[src/common/cpu_ctrl_pkg.sv]
package cpu_ctrl_pkg;

    // Redirect commands from execute
    typedef enum logic [1:0] {
        E2F_CMD_NONE          = 2'd0,
        E2F_CMD_BRANCHTAKEN   = 2'd1,
        E2F_CMD_BUBBLE_BRANCH = 2'd2,
        E2F_CMD_FLUSH         = 2'd3
    } e2f_cmd_t;

    // Execute to fetch
    typedef struct packed {
        logic        ready;
        e2f_cmd_t    cmd;
        logic [31:0] branch_target;
        logic [31:0] bubble_branch_target;
    } e2f_t;

    // Fetch to execute
    typedef struct packed {
        logic [31:0] instr;
        logic [31:0] pc;
        logic        exc_start;
        logic [31:0] cause;
    } f2e_t;

    // Interrupt lines with their enables
    typedef struct packed {
        logic timer;
        logic timer_en;
        logic exti;
        logic exti_en;
    } irq_t;

    // Debug module requests
    typedef struct packed {
        logic        request;
        logic        set_pc;
        logic        exit_request;
        logic [31:0] pc;
    } dbg_req_t;

    // Trap causes, mcause format
    localparam logic [31:0] EXC_INSTR_MISALIGNED   = 32'd0;
    localparam logic [31:0] EXC_INSTR_ACCESS_FAULT = 32'd1;
    localparam logic [31:0] EXC_INSTR_PAGE_FAULT   = 32'd12;
    localparam logic [31:0] EXC_TIMER_IRQ          = 32'h8000_0007;
    localparam logic [31:0] EXC_EXT_IRQ            = 32'h8000_000B;

    // addi x0,x0,0
    localparam logic [31:0] INSTR_NOP = 32'h0000_0013;

    // ROM word = byte address xor salt, low bits forced to 11
    localparam logic [31:0] ROM_SALT = 32'h6A5C_0000;

endpackage

[src/common/fetch_cache_pkg.sv]
package fetch_cache_pkg;

    // Commands from the fetch unit to the instruction cache
    typedef enum logic [1:0] {
        CACHE_CMD_NONE      = 2'd0,
        CACHE_CMD_EXECUTE   = 2'd1,
        CACHE_CMD_FLUSH_ALL = 2'd2
    } cache_cmd_t;

    // Cache response codes, one per cycle
    typedef enum logic [2:0] {
        CACHE_RESP_IDLE        = 3'd0,
        CACHE_RESP_WAIT        = 3'd1,
        CACHE_RESP_DONE        = 3'd2,
        CACHE_RESP_ACCESSFAULT = 3'd3,
        CACHE_RESP_MISALIGNED  = 3'd4,
        // Reserved for an MMU, never produced here
        CACHE_RESP_PAGEFAULT   = 3'd5
    } cache_resp_t;

    // Refill request, word address, travels with valid/ready
    typedef struct packed {
        logic [31:0] addr;
    } rom_req_t;

    // Refill data, travels with rsp_valid
    typedef struct packed {
        logic [31:0] data;
    } rom_resp_t;

endpackage

[src/fetch/fetch_unit.sv]
`timescale 1ns/1ps

module fetch_unit #(
    parameter logic [31:0] RESET_VECTOR = 32'h0000_2000
) (
    input  logic                         clk,
    input  logic                         rst_n,
    input  logic [31:0]                  csr_mtvec,
    input  cpu_ctrl_pkg::irq_t           irq,
    input  cpu_ctrl_pkg::dbg_req_t       dbg,
    input  cpu_ctrl_pkg::e2f_t           e2f,
    input  fetch_cache_pkg::cache_resp_t c_resp,
    input  logic                         c_reset_done,
    input  logic [31:0]                  c_load_data,
    output logic                         dbg_mode,
    output logic                         dbg_done,
    output cpu_ctrl_pkg::f2e_t           f2e,
    output fetch_cache_pkg::cache_cmd_t  c_cmd,
    output logic [31:0]                  c_address
);

    // Fetch state
    logic [31:0] pc;
    logic        bubble;
    logic        flushing;
    logic [31:0] saved_instr;
    logic        exc_start_q;
    logic [31:0] cause_q;

    // Next-state values
    logic [31:0] pc_nxt;
    logic        bubble_nxt;
    logic        flushing_nxt;
    logic        dbg_mode_nxt;
    logic        exc_start_nxt;
    logic [31:0] cause_nxt;

    // Cache response decode
    logic        cache_done;
    logic        cache_idle;
    logic        cache_wait;
    logic        cache_error;
    logic        new_fetch_begin;
    logic [31:0] pc_plus_4;

    assign cache_done  = (c_resp == fetch_cache_pkg::CACHE_RESP_DONE);
    assign cache_idle  = (c_resp == fetch_cache_pkg::CACHE_RESP_IDLE);
    assign cache_wait  = (c_resp == fetch_cache_pkg::CACHE_RESP_WAIT);
    assign cache_error = (c_resp == fetch_cache_pkg::CACHE_RESP_ACCESSFAULT) ||
                         (c_resp == fetch_cache_pkg::CACHE_RESP_MISALIGNED) ||
                         (c_resp == fetch_cache_pkg::CACHE_RESP_PAGEFAULT);

    // Current word consumed or faulted, pick the next PC
    assign new_fetch_begin = e2f.ready && (cache_done || cache_idle || cache_error);
    assign pc_plus_4 = pc + 32'd4;

    // Cache sees the address it will be asked for
    assign c_address = pc_nxt;

    // Output toward execute
    always_comb begin
        f2e.instr     = cpu_ctrl_pkg::INSTR_NOP;
        f2e.pc        = pc;
        f2e.exc_start = exc_start_q;
        f2e.cause     = cause_q;
        if (cache_done && !flushing && !dbg_mode) begin
            f2e.instr = c_load_data;
        end else if (cache_idle && !bubble) begin
            // Replay of the word last shown
            f2e.instr = saved_instr;
        end
    end

    // Next PC, cache command and trap decision
    always_comb begin
        pc_nxt        = pc;
        bubble_nxt    = bubble;
        flushing_nxt  = flushing;
        dbg_mode_nxt  = dbg_mode;
        exc_start_nxt = 1'b0;
        cause_nxt     = '0;
        c_cmd         = fetch_cache_pkg::CACHE_CMD_NONE;
        dbg_done      = 1'b0;
        if (c_reset_done) begin
            if (dbg_mode) begin
                // No fetches while halted
                if (dbg.exit_request && (cache_idle || cache_done)) begin
                    dbg_mode_nxt = 1'b0;
                    bubble_nxt   = 1'b1;
                end else if (dbg.set_pc) begin
                    pc_nxt     = dbg.pc;
                    bubble_nxt = 1'b1;
                    dbg_done   = 1'b1;
                end
            end else if (flushing) begin
                // Keep asking until the walk reports done
                if (cache_done) begin
                    flushing_nxt = 1'b0;
                end else begin
                    c_cmd = fetch_cache_pkg::CACHE_CMD_FLUSH_ALL;
                end
            end else if (bubble && cache_idle && e2f.ready) begin
                // Restart from a redirected PC
                c_cmd      = fetch_cache_pkg::CACHE_CMD_EXECUTE;
                bubble_nxt = 1'b0;
            end else if (new_fetch_begin) begin
                if (dbg.request) begin
                    dbg_mode_nxt = 1'b1;
                    bubble_nxt   = 1'b1;
                    pc_nxt       = cache_error ? pc : pc_plus_4;
                end else if (irq.exti && irq.exti_en) begin
                    bubble_nxt    = 1'b1;
                    pc_nxt        = csr_mtvec;
                    exc_start_nxt = 1'b1;
                    cause_nxt     = cpu_ctrl_pkg::EXC_EXT_IRQ;
                end else if (irq.timer && irq.timer_en) begin
                    bubble_nxt    = 1'b1;
                    pc_nxt        = csr_mtvec;
                    exc_start_nxt = 1'b1;
                    cause_nxt     = cpu_ctrl_pkg::EXC_TIMER_IRQ;
                end else if (e2f.cmd == cpu_ctrl_pkg::E2F_CMD_BUBBLE_BRANCH) begin
                    bubble_nxt = 1'b1;
                    pc_nxt     = e2f.bubble_branch_target;
                end else if (e2f.cmd == cpu_ctrl_pkg::E2F_CMD_FLUSH) begin
                    bubble_nxt   = 1'b1;
                    flushing_nxt = 1'b1;
                    pc_nxt       = pc_plus_4;
                end else if (e2f.cmd == cpu_ctrl_pkg::E2F_CMD_BRANCHTAKEN) begin
                    pc_nxt = e2f.branch_target;
                    c_cmd  = fetch_cache_pkg::CACHE_CMD_EXECUTE;
                end else if (cache_error) begin
                    bubble_nxt    = 1'b1;
                    pc_nxt        = csr_mtvec;
                    exc_start_nxt = 1'b1;
                    if (c_resp == fetch_cache_pkg::CACHE_RESP_MISALIGNED) begin
                        cause_nxt = cpu_ctrl_pkg::EXC_INSTR_MISALIGNED;
                    end else if (c_resp == fetch_cache_pkg::CACHE_RESP_ACCESSFAULT) begin
                        cause_nxt = cpu_ctrl_pkg::EXC_INSTR_ACCESS_FAULT;
                    end else begin
                        cause_nxt = cpu_ctrl_pkg::EXC_INSTR_PAGE_FAULT;
                    end
                end else begin
                    pc_nxt = pc_plus_4;
                    c_cmd  = fetch_cache_pkg::CACHE_CMD_EXECUTE;
                end
            end else if (!bubble && !cache_wait) begin
                // Execute stalled, present the same PC again
                c_cmd = fetch_cache_pkg::CACHE_CMD_EXECUTE;
            end
        end
    end

    always_ff @(posedge clk) begin
        if (!rst_n) begin
            pc          <= RESET_VECTOR;
            bubble      <= 1'b1;
            flushing    <= 1'b0;
            dbg_mode    <= 1'b0;
            exc_start_q <= 1'b0;
            cause_q     <= '0;
        end else begin
            pc          <= pc_nxt;
            bubble      <= bubble_nxt;
            flushing    <= flushing_nxt;
            dbg_mode    <= dbg_mode_nxt;
            exc_start_q <= exc_start_nxt;
            cause_q     <= cause_nxt;
        end
    end

    always_ff @(posedge clk) begin
        saved_instr <= f2e.instr;
    end

    // Cache must finish its clear before any request
    a_no_cmd_before_ready: assert property (@(posedge clk) disable iff (!rst_n)
        !c_reset_done |-> c_cmd == fetch_cache_pkg::CACHE_CMD_NONE);

endmodule

[src/hdl/fetch_subsys_top.sv]
`timescale 1ns/1ps

module fetch_subsys_top #(
    parameter logic [31:0] RESET_VECTOR = 32'h0000_2000,
    parameter logic [31:0] ROM_BASE     = 32'h0000_2000,
    parameter int          ROM_WORDS    = 1024,
    parameter int          CACHE_LINES  = 16,
    parameter int          ROM_LATENCY  = 3
) (
    input  logic                   clk,
    input  logic                   rst_n,
    input  logic [31:0]            csr_mtvec,
    input  cpu_ctrl_pkg::irq_t     irq,
    input  cpu_ctrl_pkg::dbg_req_t dbg,
    input  cpu_ctrl_pkg::e2f_t     e2f,
    output cpu_ctrl_pkg::f2e_t     f2e,
    output logic                   dbg_mode,
    output logic                   dbg_done
);

    // Fetch to cache
    fetch_cache_pkg::cache_cmd_t  c_cmd;
    logic [31:0]                  c_address;
    fetch_cache_pkg::cache_resp_t c_resp;
    logic [31:0]                  c_load_data;
    logic                         c_reset_done;

    // Cache to ROM
    logic                         rom_req_valid;
    logic                         rom_req_ready;
    fetch_cache_pkg::rom_req_t    rom_req;
    logic                         rom_rsp_valid;
    fetch_cache_pkg::rom_resp_t   rom_rsp;

    fetch_unit #(
        .RESET_VECTOR(RESET_VECTOR)
    ) u_fetch_unit (
        .clk          (clk),
        .rst_n        (rst_n),
        .csr_mtvec    (csr_mtvec),
        .irq          (irq),
        .dbg          (dbg),
        .e2f          (e2f),
        .c_resp       (c_resp),
        .c_reset_done (c_reset_done),
        .c_load_data  (c_load_data),
        .dbg_mode     (dbg_mode),
        .dbg_done     (dbg_done),
        .f2e          (f2e),
        .c_cmd        (c_cmd),
        .c_address    (c_address)
    );

    icache #(
        .ROM_BASE    (ROM_BASE),
        .ROM_WORDS   (ROM_WORDS),
        .CACHE_LINES (CACHE_LINES)
    ) u_icache (
        .clk           (clk),
        .rst_n         (rst_n),
        .cmd           (c_cmd),
        .address       (c_address),
        .resp          (c_resp),
        .load_data     (c_load_data),
        .reset_done    (c_reset_done),
        .rom_req_valid (rom_req_valid),
        .rom_req_ready (rom_req_ready),
        .rom_req       (rom_req),
        .rom_rsp_valid (rom_rsp_valid),
        .rom_rsp       (rom_rsp)
    );

    instr_rom #(
        .ROM_BASE    (ROM_BASE),
        .ROM_LATENCY (ROM_LATENCY)
    ) u_instr_rom (
        .clk       (clk),
        .rst_n     (rst_n),
        .req_valid (rom_req_valid),
        .req_ready (rom_req_ready),
        .req       (rom_req),
        .rsp_valid (rom_rsp_valid),
        .rsp       (rom_rsp)
    );

endmodule

[src/hdl/instr_rom.sv]
`timescale 1ns/1ps

module instr_rom #(
    parameter logic [31:0] ROM_BASE    = 32'h0000_2000,
    parameter int          ROM_LATENCY = 3
) (
    input  logic                       clk,
    input  logic                       rst_n,
    input  logic                       req_valid,
    output logic                       req_ready,
    input  fetch_cache_pkg::rom_req_t  req,
    output logic                       rsp_valid,
    output fetch_cache_pkg::rom_resp_t rsp
);

    localparam int CNT_W = (ROM_LATENCY > 1) ? $clog2(ROM_LATENCY) : 1;

    logic             busy;
    logic [CNT_W-1:0] cnt;
    logic [31:0]      byte_addr;

    // Single outstanding request
    assign req_ready = !busy;
    assign rsp_valid = busy && (cnt == '0);
    assign rsp.data  = (byte_addr ^ cpu_ctrl_pkg::ROM_SALT) | 32'h0000_0003;

    always_ff @(posedge clk) begin
        if (!rst_n) begin
            busy <= 1'b0;
            cnt  <= '0;
        end else if (req_valid && req_ready) begin
            busy <= 1'b1;
            cnt  <= CNT_W'(ROM_LATENCY - 1);
        end else if (busy) begin
            if (cnt == '0) begin
                busy <= 1'b0;
            end else begin
                cnt <= cnt - 1'b1;
            end
        end
    end

    // Word address back to bytes
    always_ff @(posedge clk) begin
        if (req_valid && req_ready) begin
            byte_addr <= {req.addr[29:0], 2'b00};
        end
    end

    // Answer exactly ROM_LATENCY cycles after acceptance
    a_rsp_after_req: assert property (@(posedge clk) disable iff (!rst_n)
        req_valid && req_ready |-> ##ROM_LATENCY rsp_valid);

    // Cache range check keeps requests inside the ROM
    a_req_in_rom: assert property (@(posedge clk) disable iff (!rst_n)
        req_valid && req_ready |-> {req.addr[29:0], 2'b00} >= ROM_BASE);

endmodule

[src/icache/icache.sv]
`timescale 1ns/1ps

module icache #(
    parameter logic [31:0] ROM_BASE    = 32'h0000_2000,
    parameter int          ROM_WORDS   = 1024,
    parameter int          CACHE_LINES = 16
) (
    input  logic                         clk,
    input  logic                         rst_n,
    input  fetch_cache_pkg::cache_cmd_t  cmd,
    input  logic [31:0]                  address,
    output fetch_cache_pkg::cache_resp_t resp,
    output logic [31:0]                  load_data,
    output logic                         reset_done,
    output logic                         rom_req_valid,
    input  logic                         rom_req_ready,
    output fetch_cache_pkg::rom_req_t    rom_req,
    input  logic                         rom_rsp_valid,
    input  fetch_cache_pkg::rom_resp_t   rom_rsp
);

    localparam int          IDX_W   = $clog2(CACHE_LINES);
    localparam int          TAG_W   = 30 - IDX_W;
    localparam logic [31:0] ROM_END = ROM_BASE + 32'(4 * ROM_WORDS);

    typedef enum logic [1:0] {S_CLEAR, S_IDLE, S_REFILL, S_FLUSH} state_t;

    state_t state;

    // One word per line
    logic [CACHE_LINES-1:0] valid_q;
    logic [TAG_W-1:0]       tag_mem  [CACHE_LINES];
    logic [31:0]            data_mem [CACHE_LINES];

    logic [IDX_W-1:0] walk_idx;
    logic [31:0]      miss_addr;

    // Lookup on the incoming address
    logic [IDX_W-1:0] idx;
    logic [TAG_W-1:0] tag;
    logic             misaligned;
    logic             out_of_range;
    logic             hit;

    // Refill target
    logic [IDX_W-1:0] miss_idx;
    logic [TAG_W-1:0] miss_tag;

    logic walking;
    logic lookup;
    logic fill;

    assign idx          = address[IDX_W+1:2];
    assign tag          = address[31:IDX_W+2];
    assign misaligned   = (address[1:0] != 2'b00);
    assign out_of_range = (address < ROM_BASE) || (address >= ROM_END);
    assign hit          = valid_q[idx] && (tag_mem[idx] == tag);

    assign miss_idx = miss_addr[IDX_W+1:2];
    assign miss_tag = miss_addr[31:IDX_W+2];

    assign walking = (state == S_CLEAR) || (state == S_FLUSH);
    assign lookup  = (state == S_IDLE) && (cmd == fetch_cache_pkg::CACHE_CMD_EXECUTE);
    assign fill    = (state == S_REFILL) && rom_rsp_valid;

    assign reset_done   = (state != S_CLEAR);
    assign rom_req.addr = {2'b00, miss_addr[31:2]};

    // Control FSM
    always_ff @(posedge clk) begin
        if (!rst_n) begin
            state         <= S_CLEAR;
            walk_idx      <= '0;
            resp          <= fetch_cache_pkg::CACHE_RESP_WAIT;
            rom_req_valid <= 1'b0;
        end else begin
            if (rom_req_valid && rom_req_ready) begin
                rom_req_valid <= 1'b0;
            end
            case (state)
                S_CLEAR, S_FLUSH: begin
                    // One line per cycle, index wraps back to zero
                    walk_idx <= walk_idx + 1'b1;
                    if (walk_idx == IDX_W'(CACHE_LINES - 1)) begin
                        state <= S_IDLE;
                        resp  <= (state == S_FLUSH) ? fetch_cache_pkg::CACHE_RESP_DONE
                                                    : fetch_cache_pkg::CACHE_RESP_IDLE;
                    end
                end
                S_REFILL: begin
                    if (rom_rsp_valid) begin
                        state <= S_IDLE;
                        resp  <= fetch_cache_pkg::CACHE_RESP_DONE;
                    end
                end
                default: begin
                    resp <= fetch_cache_pkg::CACHE_RESP_IDLE;
                    if (cmd == fetch_cache_pkg::CACHE_CMD_FLUSH_ALL) begin
                        state <= S_FLUSH;
                        resp  <= fetch_cache_pkg::CACHE_RESP_WAIT;
                    end else if (lookup) begin
                        // Faults before the tag compare
                        if (misaligned) begin
                            resp <= fetch_cache_pkg::CACHE_RESP_MISALIGNED;
                        end else if (out_of_range) begin
                            resp <= fetch_cache_pkg::CACHE_RESP_ACCESSFAULT;
                        end else if (hit) begin
                            resp <= fetch_cache_pkg::CACHE_RESP_DONE;
                        end else begin
                            state         <= S_REFILL;
                            resp          <= fetch_cache_pkg::CACHE_RESP_WAIT;
                            rom_req_valid <= 1'b1;
                        end
                    end
                end
            endcase
        end
    end

    // Arrays and data path
    always_ff @(posedge clk) begin
        if (walking) begin
            valid_q[walk_idx] <= 1'b0;
        end
        if (lookup) begin
            miss_addr <= address;
            load_data <= data_mem[idx];
        end
        if (fill) begin
            valid_q[miss_idx]  <= 1'b1;
            tag_mem[miss_idx]  <= miss_tag;
            data_mem[miss_idx] <= rom_rsp.data;
            load_data          <= rom_rsp.data;
        end
    end

    a_req_held: assert property (@(posedge clk) disable iff (!rst_n)
        rom_req_valid && !rom_req_ready |=> rom_req_valid);

    // DONE only after a lookup, a refill or a flush walk
    a_done_has_source: assert property (@(posedge clk) disable iff (!rst_n)
        resp == fetch_cache_pkg::CACHE_RESP_DONE |->
            $past(lookup || state == S_REFILL || state == S_FLUSH));

endmodule

[config.mk]
export PLATFORM = sky130hd
export DESIGN_NAME = fetch_subsys_top
export DESIGN_NICKNAME = d
export VERILOG_FILES = /design/src/common/cpu_ctrl_pkg.sv /design/src/common/fetch_cache_pkg.sv /design/src/fetch/fetch_unit.sv /design/src/hdl/fetch_subsys_top.sv /design/src/hdl/instr_rom.sv /design/src/icache/icache.sv
export SDC_FILE = /design/constraint.sdc
export NUM_CORES = 2
export LEC_CHECK = 0
export BUFFER_PORTS_ARGS = -buffer_cell sky130_fd_sc_hd__buf_2
export CORE_MARGIN = 1
export CORE_UTILIZATION = 35
export CTS_CLUSTER_DIAMETER = 200
export DETAILED_ROUTE_END_ITERATION = 6
export PLACE_DENSITY = 0.6
export SLEW_MARGIN = 20
export SYNTH_ARGS = -nofsm -noshare
export SYNTH_HDL_FRONTEND = slang
export SYNTH_SLANG_ARGS = --single-unit
[constraint.sdc]
create_clock -name clk -period 6 [get_ports clk]
set_clock_uncertainty 0.2 [all_clocks]
set_input_delay 0.6 -clock clk [delete_from_list [all_inputs] [get_ports clk]]
set_output_delay 0.6 -clock clk [all_outputs]
set_load 0.1 [all_outputs]
# ---- Word-level counts from Yosys, hierarchy flattened
# Memory sizes are Yosys's and may differ from the RTL's.
# Index checks and enable logic that the tools add are counted.
dict set report classes {
  n_div 0
  mux 119
  n_shift 0
  mul 0
  order_cmp 7
  eq_ne 24
  reduce_logical 50
  n_bitwise 10
  n_addsub 3
}
# op count
set op_table {}
lappend op_table {{two-way mux 32 bit} 26}
lappend op_table {{two-way mux 1 bit} 55}
lappend op_table {{two-way mux 2 bit} 24}
lappend op_table {{adder 32 x 3 -> 32 bit (second input constant)} 1}
lappend op_table {{>= comparator 32 x 14 -> 1 bit (second input constant)} 1}
lappend op_table {{less-than comparator 32 x 14 -> 1 bit (second input constant)} 1}
lappend op_table {{two-way mux 16 bit} 2}
lappend op_table {{== test 26 bit} 1}
lappend op_table {{two-way mux 3 bit} 6}
lappend op_table {{logical AND 1 bit} 17}
lappend op_table {{bitwise AND 16 bit} 1}
lappend op_table {{NOT 16 bit} 1}
lappend op_table {{OR 16 bit} 1}
lappend op_table {{less-than comparator 4 x 5 -> 1 bit (second input constant)} 3}
lappend op_table {{OR reduction 14 bit} 1}
lappend op_table {{inequality test 4 bit (second input constant)} 3}
lappend op_table {{AND reduction 6 bit} 2}
lappend op_table {{== test 2 bit (second input constant)} 5}
lappend op_table {{demux 1 bit (select 4 bit)} 2}
lappend op_table {{>= comparator 4 x 1 -> 1 bit (second input constant)} 2}
lappend op_table {{inequality test 8 x 2 -> 1 bit (second input constant)} 1}
lappend op_table {{NOT 8 bit} 1}
lappend op_table {{AND reduction 2 bit} 4}
lappend op_table {{nonzero test 2 bit} 4}
lappend op_table {{26 further kinds} 48}
dict set report word_totals {
  out_inout_bits 99
  latchBits 0
  ram_bits 896
  romBits 0
  reg_bits 223
  inputBits 140
  memories 2
  word_cells 236
}
# memory depth width rd rd_ports_with_merged_regs write_ports line_no
set memory_table {}
lappend memory_table {u_icache.data_mem 16 30 1 0 1 icache.sv:33} ;# logic [31:0] data_mem [CACHE_LINES];
lappend memory_table {u_icache.tag_mem 16 26 1 0 1 icache.sv:32} ;# logic [TAG_W-1:0] tag_mem [CACHE_LINES];

# ---- Logic depth before layout (Yosys ltp)
dict set report depth {
  ltp_word 24
  ltp_mapped 22
  ltp_nobuf 16
}

# ---- Hierarchy
# Synthesis repeated with hierarchy kept, for this count alone.
dict set report hier_totals {
  hier_cells 2745
  hier_area_um2 47271.6
}
# mod cells_per_inst instances seq_area_each_um2 area_each_um2
set modules_own_cells {}
lappend modules_own_cells {icache 1749 1 30249.0 39337.7}
lappend modules_own_cells {fetch_unit 920 1 1441.4 6687.7}
lappend modules_own_cells {instr_rom 76 1 960.9 1246.2}

# ---- Worst setup path after synthesis
# Ideal clock, no wire load.
dict set report synth_timing {
  kind {register to register}
  start {register u_icache.state[0]}
  end {memory u_icache.data_mem[3][0] (netlist name) (enable)}
  path_stages_with_launch 7
  setup_slack_ps -53
  n_path_buf 0
  setup_ps 541
  t_arrival_ps 5312
  cell_sequence {dfxtp_1 inv_1 ha_1 inv_1 nor3_1 nand3_1 nor3_1}
}
dict set report synth_between {
  elab_chain_len 4
}
# element line_no
set synth_rtl {}
lappend synth_rtl {{from (decl)} icache.sv:28} ;# state_t state;
lappend synth_rtl {{from (signal assigned)} icache.sv:72} ;# state <= S_CLEAR;
lappend synth_rtl {{from (signal assigned)} icache.sv:85} ;# state <= S_IDLE;
lappend synth_rtl {{from (signal assigned)} icache.sv:92} ;# state <= S_IDLE;
lappend synth_rtl {{== test 2 bit} icache.sv:64} ;# assign fill = (state == S_REFILL) && rom_rsp_valid;
lappend synth_rtl {{logical AND 1 bit} icache.sv:64}
lappend synth_rtl {{two-way mux 1 bit} icache.sv:129} ;# if (fill) begin
lappend synth_rtl {{two-way mux 1 bit (not written as such)} icache.sv:132} ;# data_mem[miss_idx] <= rom_rsp.data;
lappend synth_rtl {{to (decl)} icache.sv:33}
# No other way between the ends.

# ---- Final worst setup path
dict set report layout_timing {
  start {input port irq[1] (netlist name)}
  end {register u_icache.rom_req_valid}
}
dict set report layout_between {
  elab_chain_len 17
}
# element line_no
set layout_rtl {}
lappend layout_rtl {{from (decl)} fetch_subsys_top.sv:13} ;# input cpu_ctrl_pkg::irq_t irq,
lappend layout_rtl {{logical AND 1 bit (*)} fetch_unit.sv:111} ;# end else if (irq.exti && irq.exti_en) begin
lappend layout_rtl {{two-way mux 32 bit} fetch_unit.sv:111}
lappend layout_rtl {{two-way mux 32 bit} fetch_unit.sv:107} ;# if (dbg.request) begin
lappend layout_rtl {{two-way mux 32 bit} fetch_unit.sv:106} ;# end else if (new_fetch_begin) begin
lappend layout_rtl {{two-way mux 32 bit} fetch_unit.sv:102} ;# end else if (bubble && cache_idle && e2f.ready) begin
lappend layout_rtl {{two-way mux 32 bit} fetch_unit.sv:95} ;# end else if (flushing) begin
lappend layout_rtl {{two-way mux 32 bit} fetch_unit.sv:85} ;# if (dbg_mode) begin
lappend layout_rtl {{two-way mux 32 bit} fetch_unit.sv:84} ;# if (c_reset_done) begin
lappend layout_rtl {{memory read (16 x 26 bit) / binary-select mux 1 bit (select 4 bit) (equally long branches)} -}
lappend layout_rtl {{== test 26 bit / two-way mux 1 bit (equally long branches)} icache.sv:57} ;# assign hit = valid_q[idx] && (tag_mem[idx] == tag);
lappend layout_rtl {{logical AND 1 bit} icache.sv:57}
lappend layout_rtl {{two-way mux 1 bit} icache.sv:107} ;# end else if (hit) begin
lappend layout_rtl {{two-way mux 1 bit} icache.sv:105} ;# end else if (out_of_range) begin
lappend layout_rtl {{two-way mux 1 bit} icache.sv:103} ;# if (misaligned) begin
lappend layout_rtl {{two-way mux 1 bit} icache.sv:101} ;# end else if (lookup) begin
lappend layout_rtl {{two-way mux 1 bit (*)} icache.sv:98} ;# if (cmd == fetch_cache_pkg::CACHE_CMD_FLUSH_ALL) begin
lappend layout_rtl {{two-way mux 1 bit (*)} icache.sv:80} ;# case (state)
lappend layout_rtl {{to (signal assigned)} icache.sv:75} ;# rom_req_valid <= 1'b0;
lappend layout_rtl {{to (signal assigned)} icache.sv:78} ;# rom_req_valid <= 1'b0;
lappend layout_rtl {{to (signal assigned)} icache.sv:112} ;# rom_req_valid <= 1'b1;
lappend layout_rtl {{to (decl)} icache.sv:15} ;# output logic rom_req_valid,
# Every way passes the cells marked *; elsewhere a longest branch is shown, timed or not. The select of a mux whose other input is x is not followed.
# A chain may end at the register's enable or synchronous reset.

==> flow_summary.toml <==
[power]
sequentialPowerShare = 0.377
p_clk_frac = 0.315
leakage_nw = 18.8
p_total_mw = 22.1
p_sw_mw = 7.68
p_sw_frac = 0.347
p_int_mw = 14.4
p_per_area_nw_per_um2 = 407
p_comb_frac = 0.308
peakVddDrop_v = 0.000381

[yosys]
ys_seq_elements = 1087
syn_avg_cell_area_um2 = 12.1
synthesis.instances = 3883
syn_area_um2 = 46900
synthFlopType = "edfxtp_1"
ys_warn_count = 0
synth_cell_types = 92
synth-edff-count = 986
yosysSeqAreaShare = 0.674
ys_async_sr_fraction = 0

[sta]
fin_ws_ns = 0.376
max_freq_ghz = 0.178
timing.final.crit_share = 0.937
worst_pin_slew_ns = 1.14
hold_ws_ns = 0.151
fin_tns_setup_ns = 0
hold_viol = 0
slew_headroom = 0.240
slew_viol_final = 0
setup_viol = 0
rsz0062_at_grt = "false"
post-route-min-period_ns = 5.62

[drt]
viasPerCell = 5.58
drc = 0
first_pass_iters = 6
routedWlPerCell_um = 24.6
drt_wl_total_um = 146000
drtIter0Drc = 3905
ant_nets = 0
vias = 33222

[die]
core_um2 = 132000
die_h_um = 368
ios = 239
die-area_um2 = 136000
initial_core_util = 0.355
row_count = 133
die_x_um = 368

[global_route]
grt_max_degree = 106
grt_antenna_before_repair = 4
grt_pass1_vias = 31509
grt_usage = 0.210
grt-ovfl-total = 0
grt_pass1_wl_um = 214000

[place]
gp_congestion = 0.941
dp_slack_ns = 0.287
dp_hpwl_um = 87200
io_buffers = 211
dp.cells = 5739
place_area_um2 = 50600

[setup_path]
required_ns = 6.35
crit_type = "in2reg"
critical_path_arrival_ns = 5.97
start_kind = "input port"
critPathCaptureType = "flip-flop"
worst-path-max-fanout = 90

[finish]
fin_util = 0.410
area_delta_synth_final_pct = 15.7
stdcell_area_um2 = 54300
drive_above_1_share = 0.143
fin_nets = 4250
final_cells = 5953
fill_cells = 12313

[clock_tree]
cts_buffers = 112
cts_tree = "done"
htree_num_levels = 3
clk_pin_slew_ns = 0.06
clock_latency_ns = 0.70
ctsLongestPathBuffers = 3
cts-root-buf = "clkbuf_16"
cts_sinks = 1087

[outcome]
outcome = "finished clean"

[hold_path]
hold_class = "in2reg"

[run]
maxCapViolations = 0
-- critical path, cell delays in order --
cell and delay, ns:
dlygate4sd3_1 0.53, buf_2 0.16, a22oi_2 0.37, nor2_1 0.26, a2111o_1 0.53, o211ai_4 0.29, buf_12 0.38, buf_4 0.58
nand2_1 0.11, a32oi_1 0.22, nand2_1 0.12, and3_1 0.19, a2111oi_0 0.39, buf_4 0.21, nand4_1 0.24, nor3_1 0.41
o21ai_0 0.16
-- area by class of cell --
class / count / area (µm²) / area share
repair buffers: 367 / 2460 / 0.0453
inverters: 52 / 215 / 0.00396
multi-input cells: 2481 / 14100 / 0.260
diodes: 1 / 2.50 / 0.0000461
clock inverters: 58 / 561 / 0.0103
clock buffers: 152 / 3130 / 0.0576
well taps: 1755 / 2200 / 0.0404
flip-flops and latches: 1087 / 31600 / 0.583
-- kinds of logic after synthesis --
group / after synthesis / share of synthesized area
other cells: 1 / 0.0000799
fa+ha+maj: 9 / 0.00240
buf+inv: 341 / 0.0317
flops: 1087 / 0.674
mux: 128 / 0.0302
simple gates: 1607 / 0.152
xor+xnor: 58 / 0.0108
compound gates: 652 / 0.0985
-- cell usage in the layout, fill, tap and decap left out, drive strengths merged, types with 34 or more instances in the layout --
cell type	netlist	final
a21oi	80	80
o21ai	162	162
inv	51	58
a32oi	34	34
dfxtp	101	101
nand2	857	857
xnor2	35	35
edfxtp	986	986
nand3	411	411
buf	103	364
nor3	47	47
nor2	115	115
mux2i	111	111
o211ai	50	50
clkinv	1	41
a22o	42	42
clkbuf	186	152
-- final timing paths --
path                                                     startpoint                                   to  slack [ns]  cells past startpoint
worst max-delay path                                         irq[1]    u_icache.rom_req_valid$_SDFF_PN0_        0.38                     17
worst min-delay path                                         irq[2]   u_fetch_unit.cause_q[3]$_SDFF_PP0_        0.15                      4
worst max register to register       u_icache.state[0]$_SDFFE_PN0P_    u_icache.rom_req_valid$_SDFF_PN0_        0.41                     17
worst min register to register  u_fetch_unit.saved_instr[1]$_DFF_P_  u_fetch_unit.saved_instr[1]$_DFF_P_        0.23                      1
-- Yosys cell counts, drive strengths merged, types with 33 or more instances --
cell type    n  area (µm²)
nor2       115         432
edfxtp     986       29600
nor3        47         240
xnor2       35         307
o211ai      50         380
o21ai      162         811
buf        103         592
a32oi       34         298
mux2i      111        1110
nand3      411        2060
dfxtp      101        2020
a22o        42         368
clkbuf     186         699
inv         51         194
a21oi       80         400
nand2      857        3220
a221oi      33         308
-- power groups by stage --
stage	Sequential, mW	Clock (mW)	Combinational, mW
after global placement	8.49	0	6.75
after CTS	8.33	7.08	6.84
after floorplan	8.57	0	4.51
final	8.33	6.98	6.81
after global routing	8.33	7.36	7.50
after detailed placement	8.49	0	6.80
-- sequential cells by signal, indices dropped and copies added (netlist names), 2 cells and up --
register                  cells
u_fetch_unit.pc              32
u_icache.valid_q             16
u_fetch_unit.saved_instr     32
u_instr_rom.cnt               2
u_icache.load_data           30
u_fetch_unit.cause_q          4
u_instr_rom.byte_addr        30
u_icache.data_mem           480
u_icache.resp                 3
u_icache.walk_idx             4
u_icache.tag_mem            416
u_icache.miss_addr           30
u_icache.state                2
-- per-layer routing --
metal  part of all wire  routed length [µm]  global-route usage
met5                  0                   0                   0
met4              0.036                5210              0.0736
met3              0.077               11200              0.0269
met2               0.46               67700               0.337
met1               0.42               62200               0.293
-- timing repair --
action / 4_1_cts / 5_1_grt
setup endpoints to repair: 0 / 1
buffers inserted: 0 / 0
hold buffers: 3 / 0
resized for setup: 0 / 1
hold endpoints to repair: 2 / 0
Power figures use the tool's default switching activity.
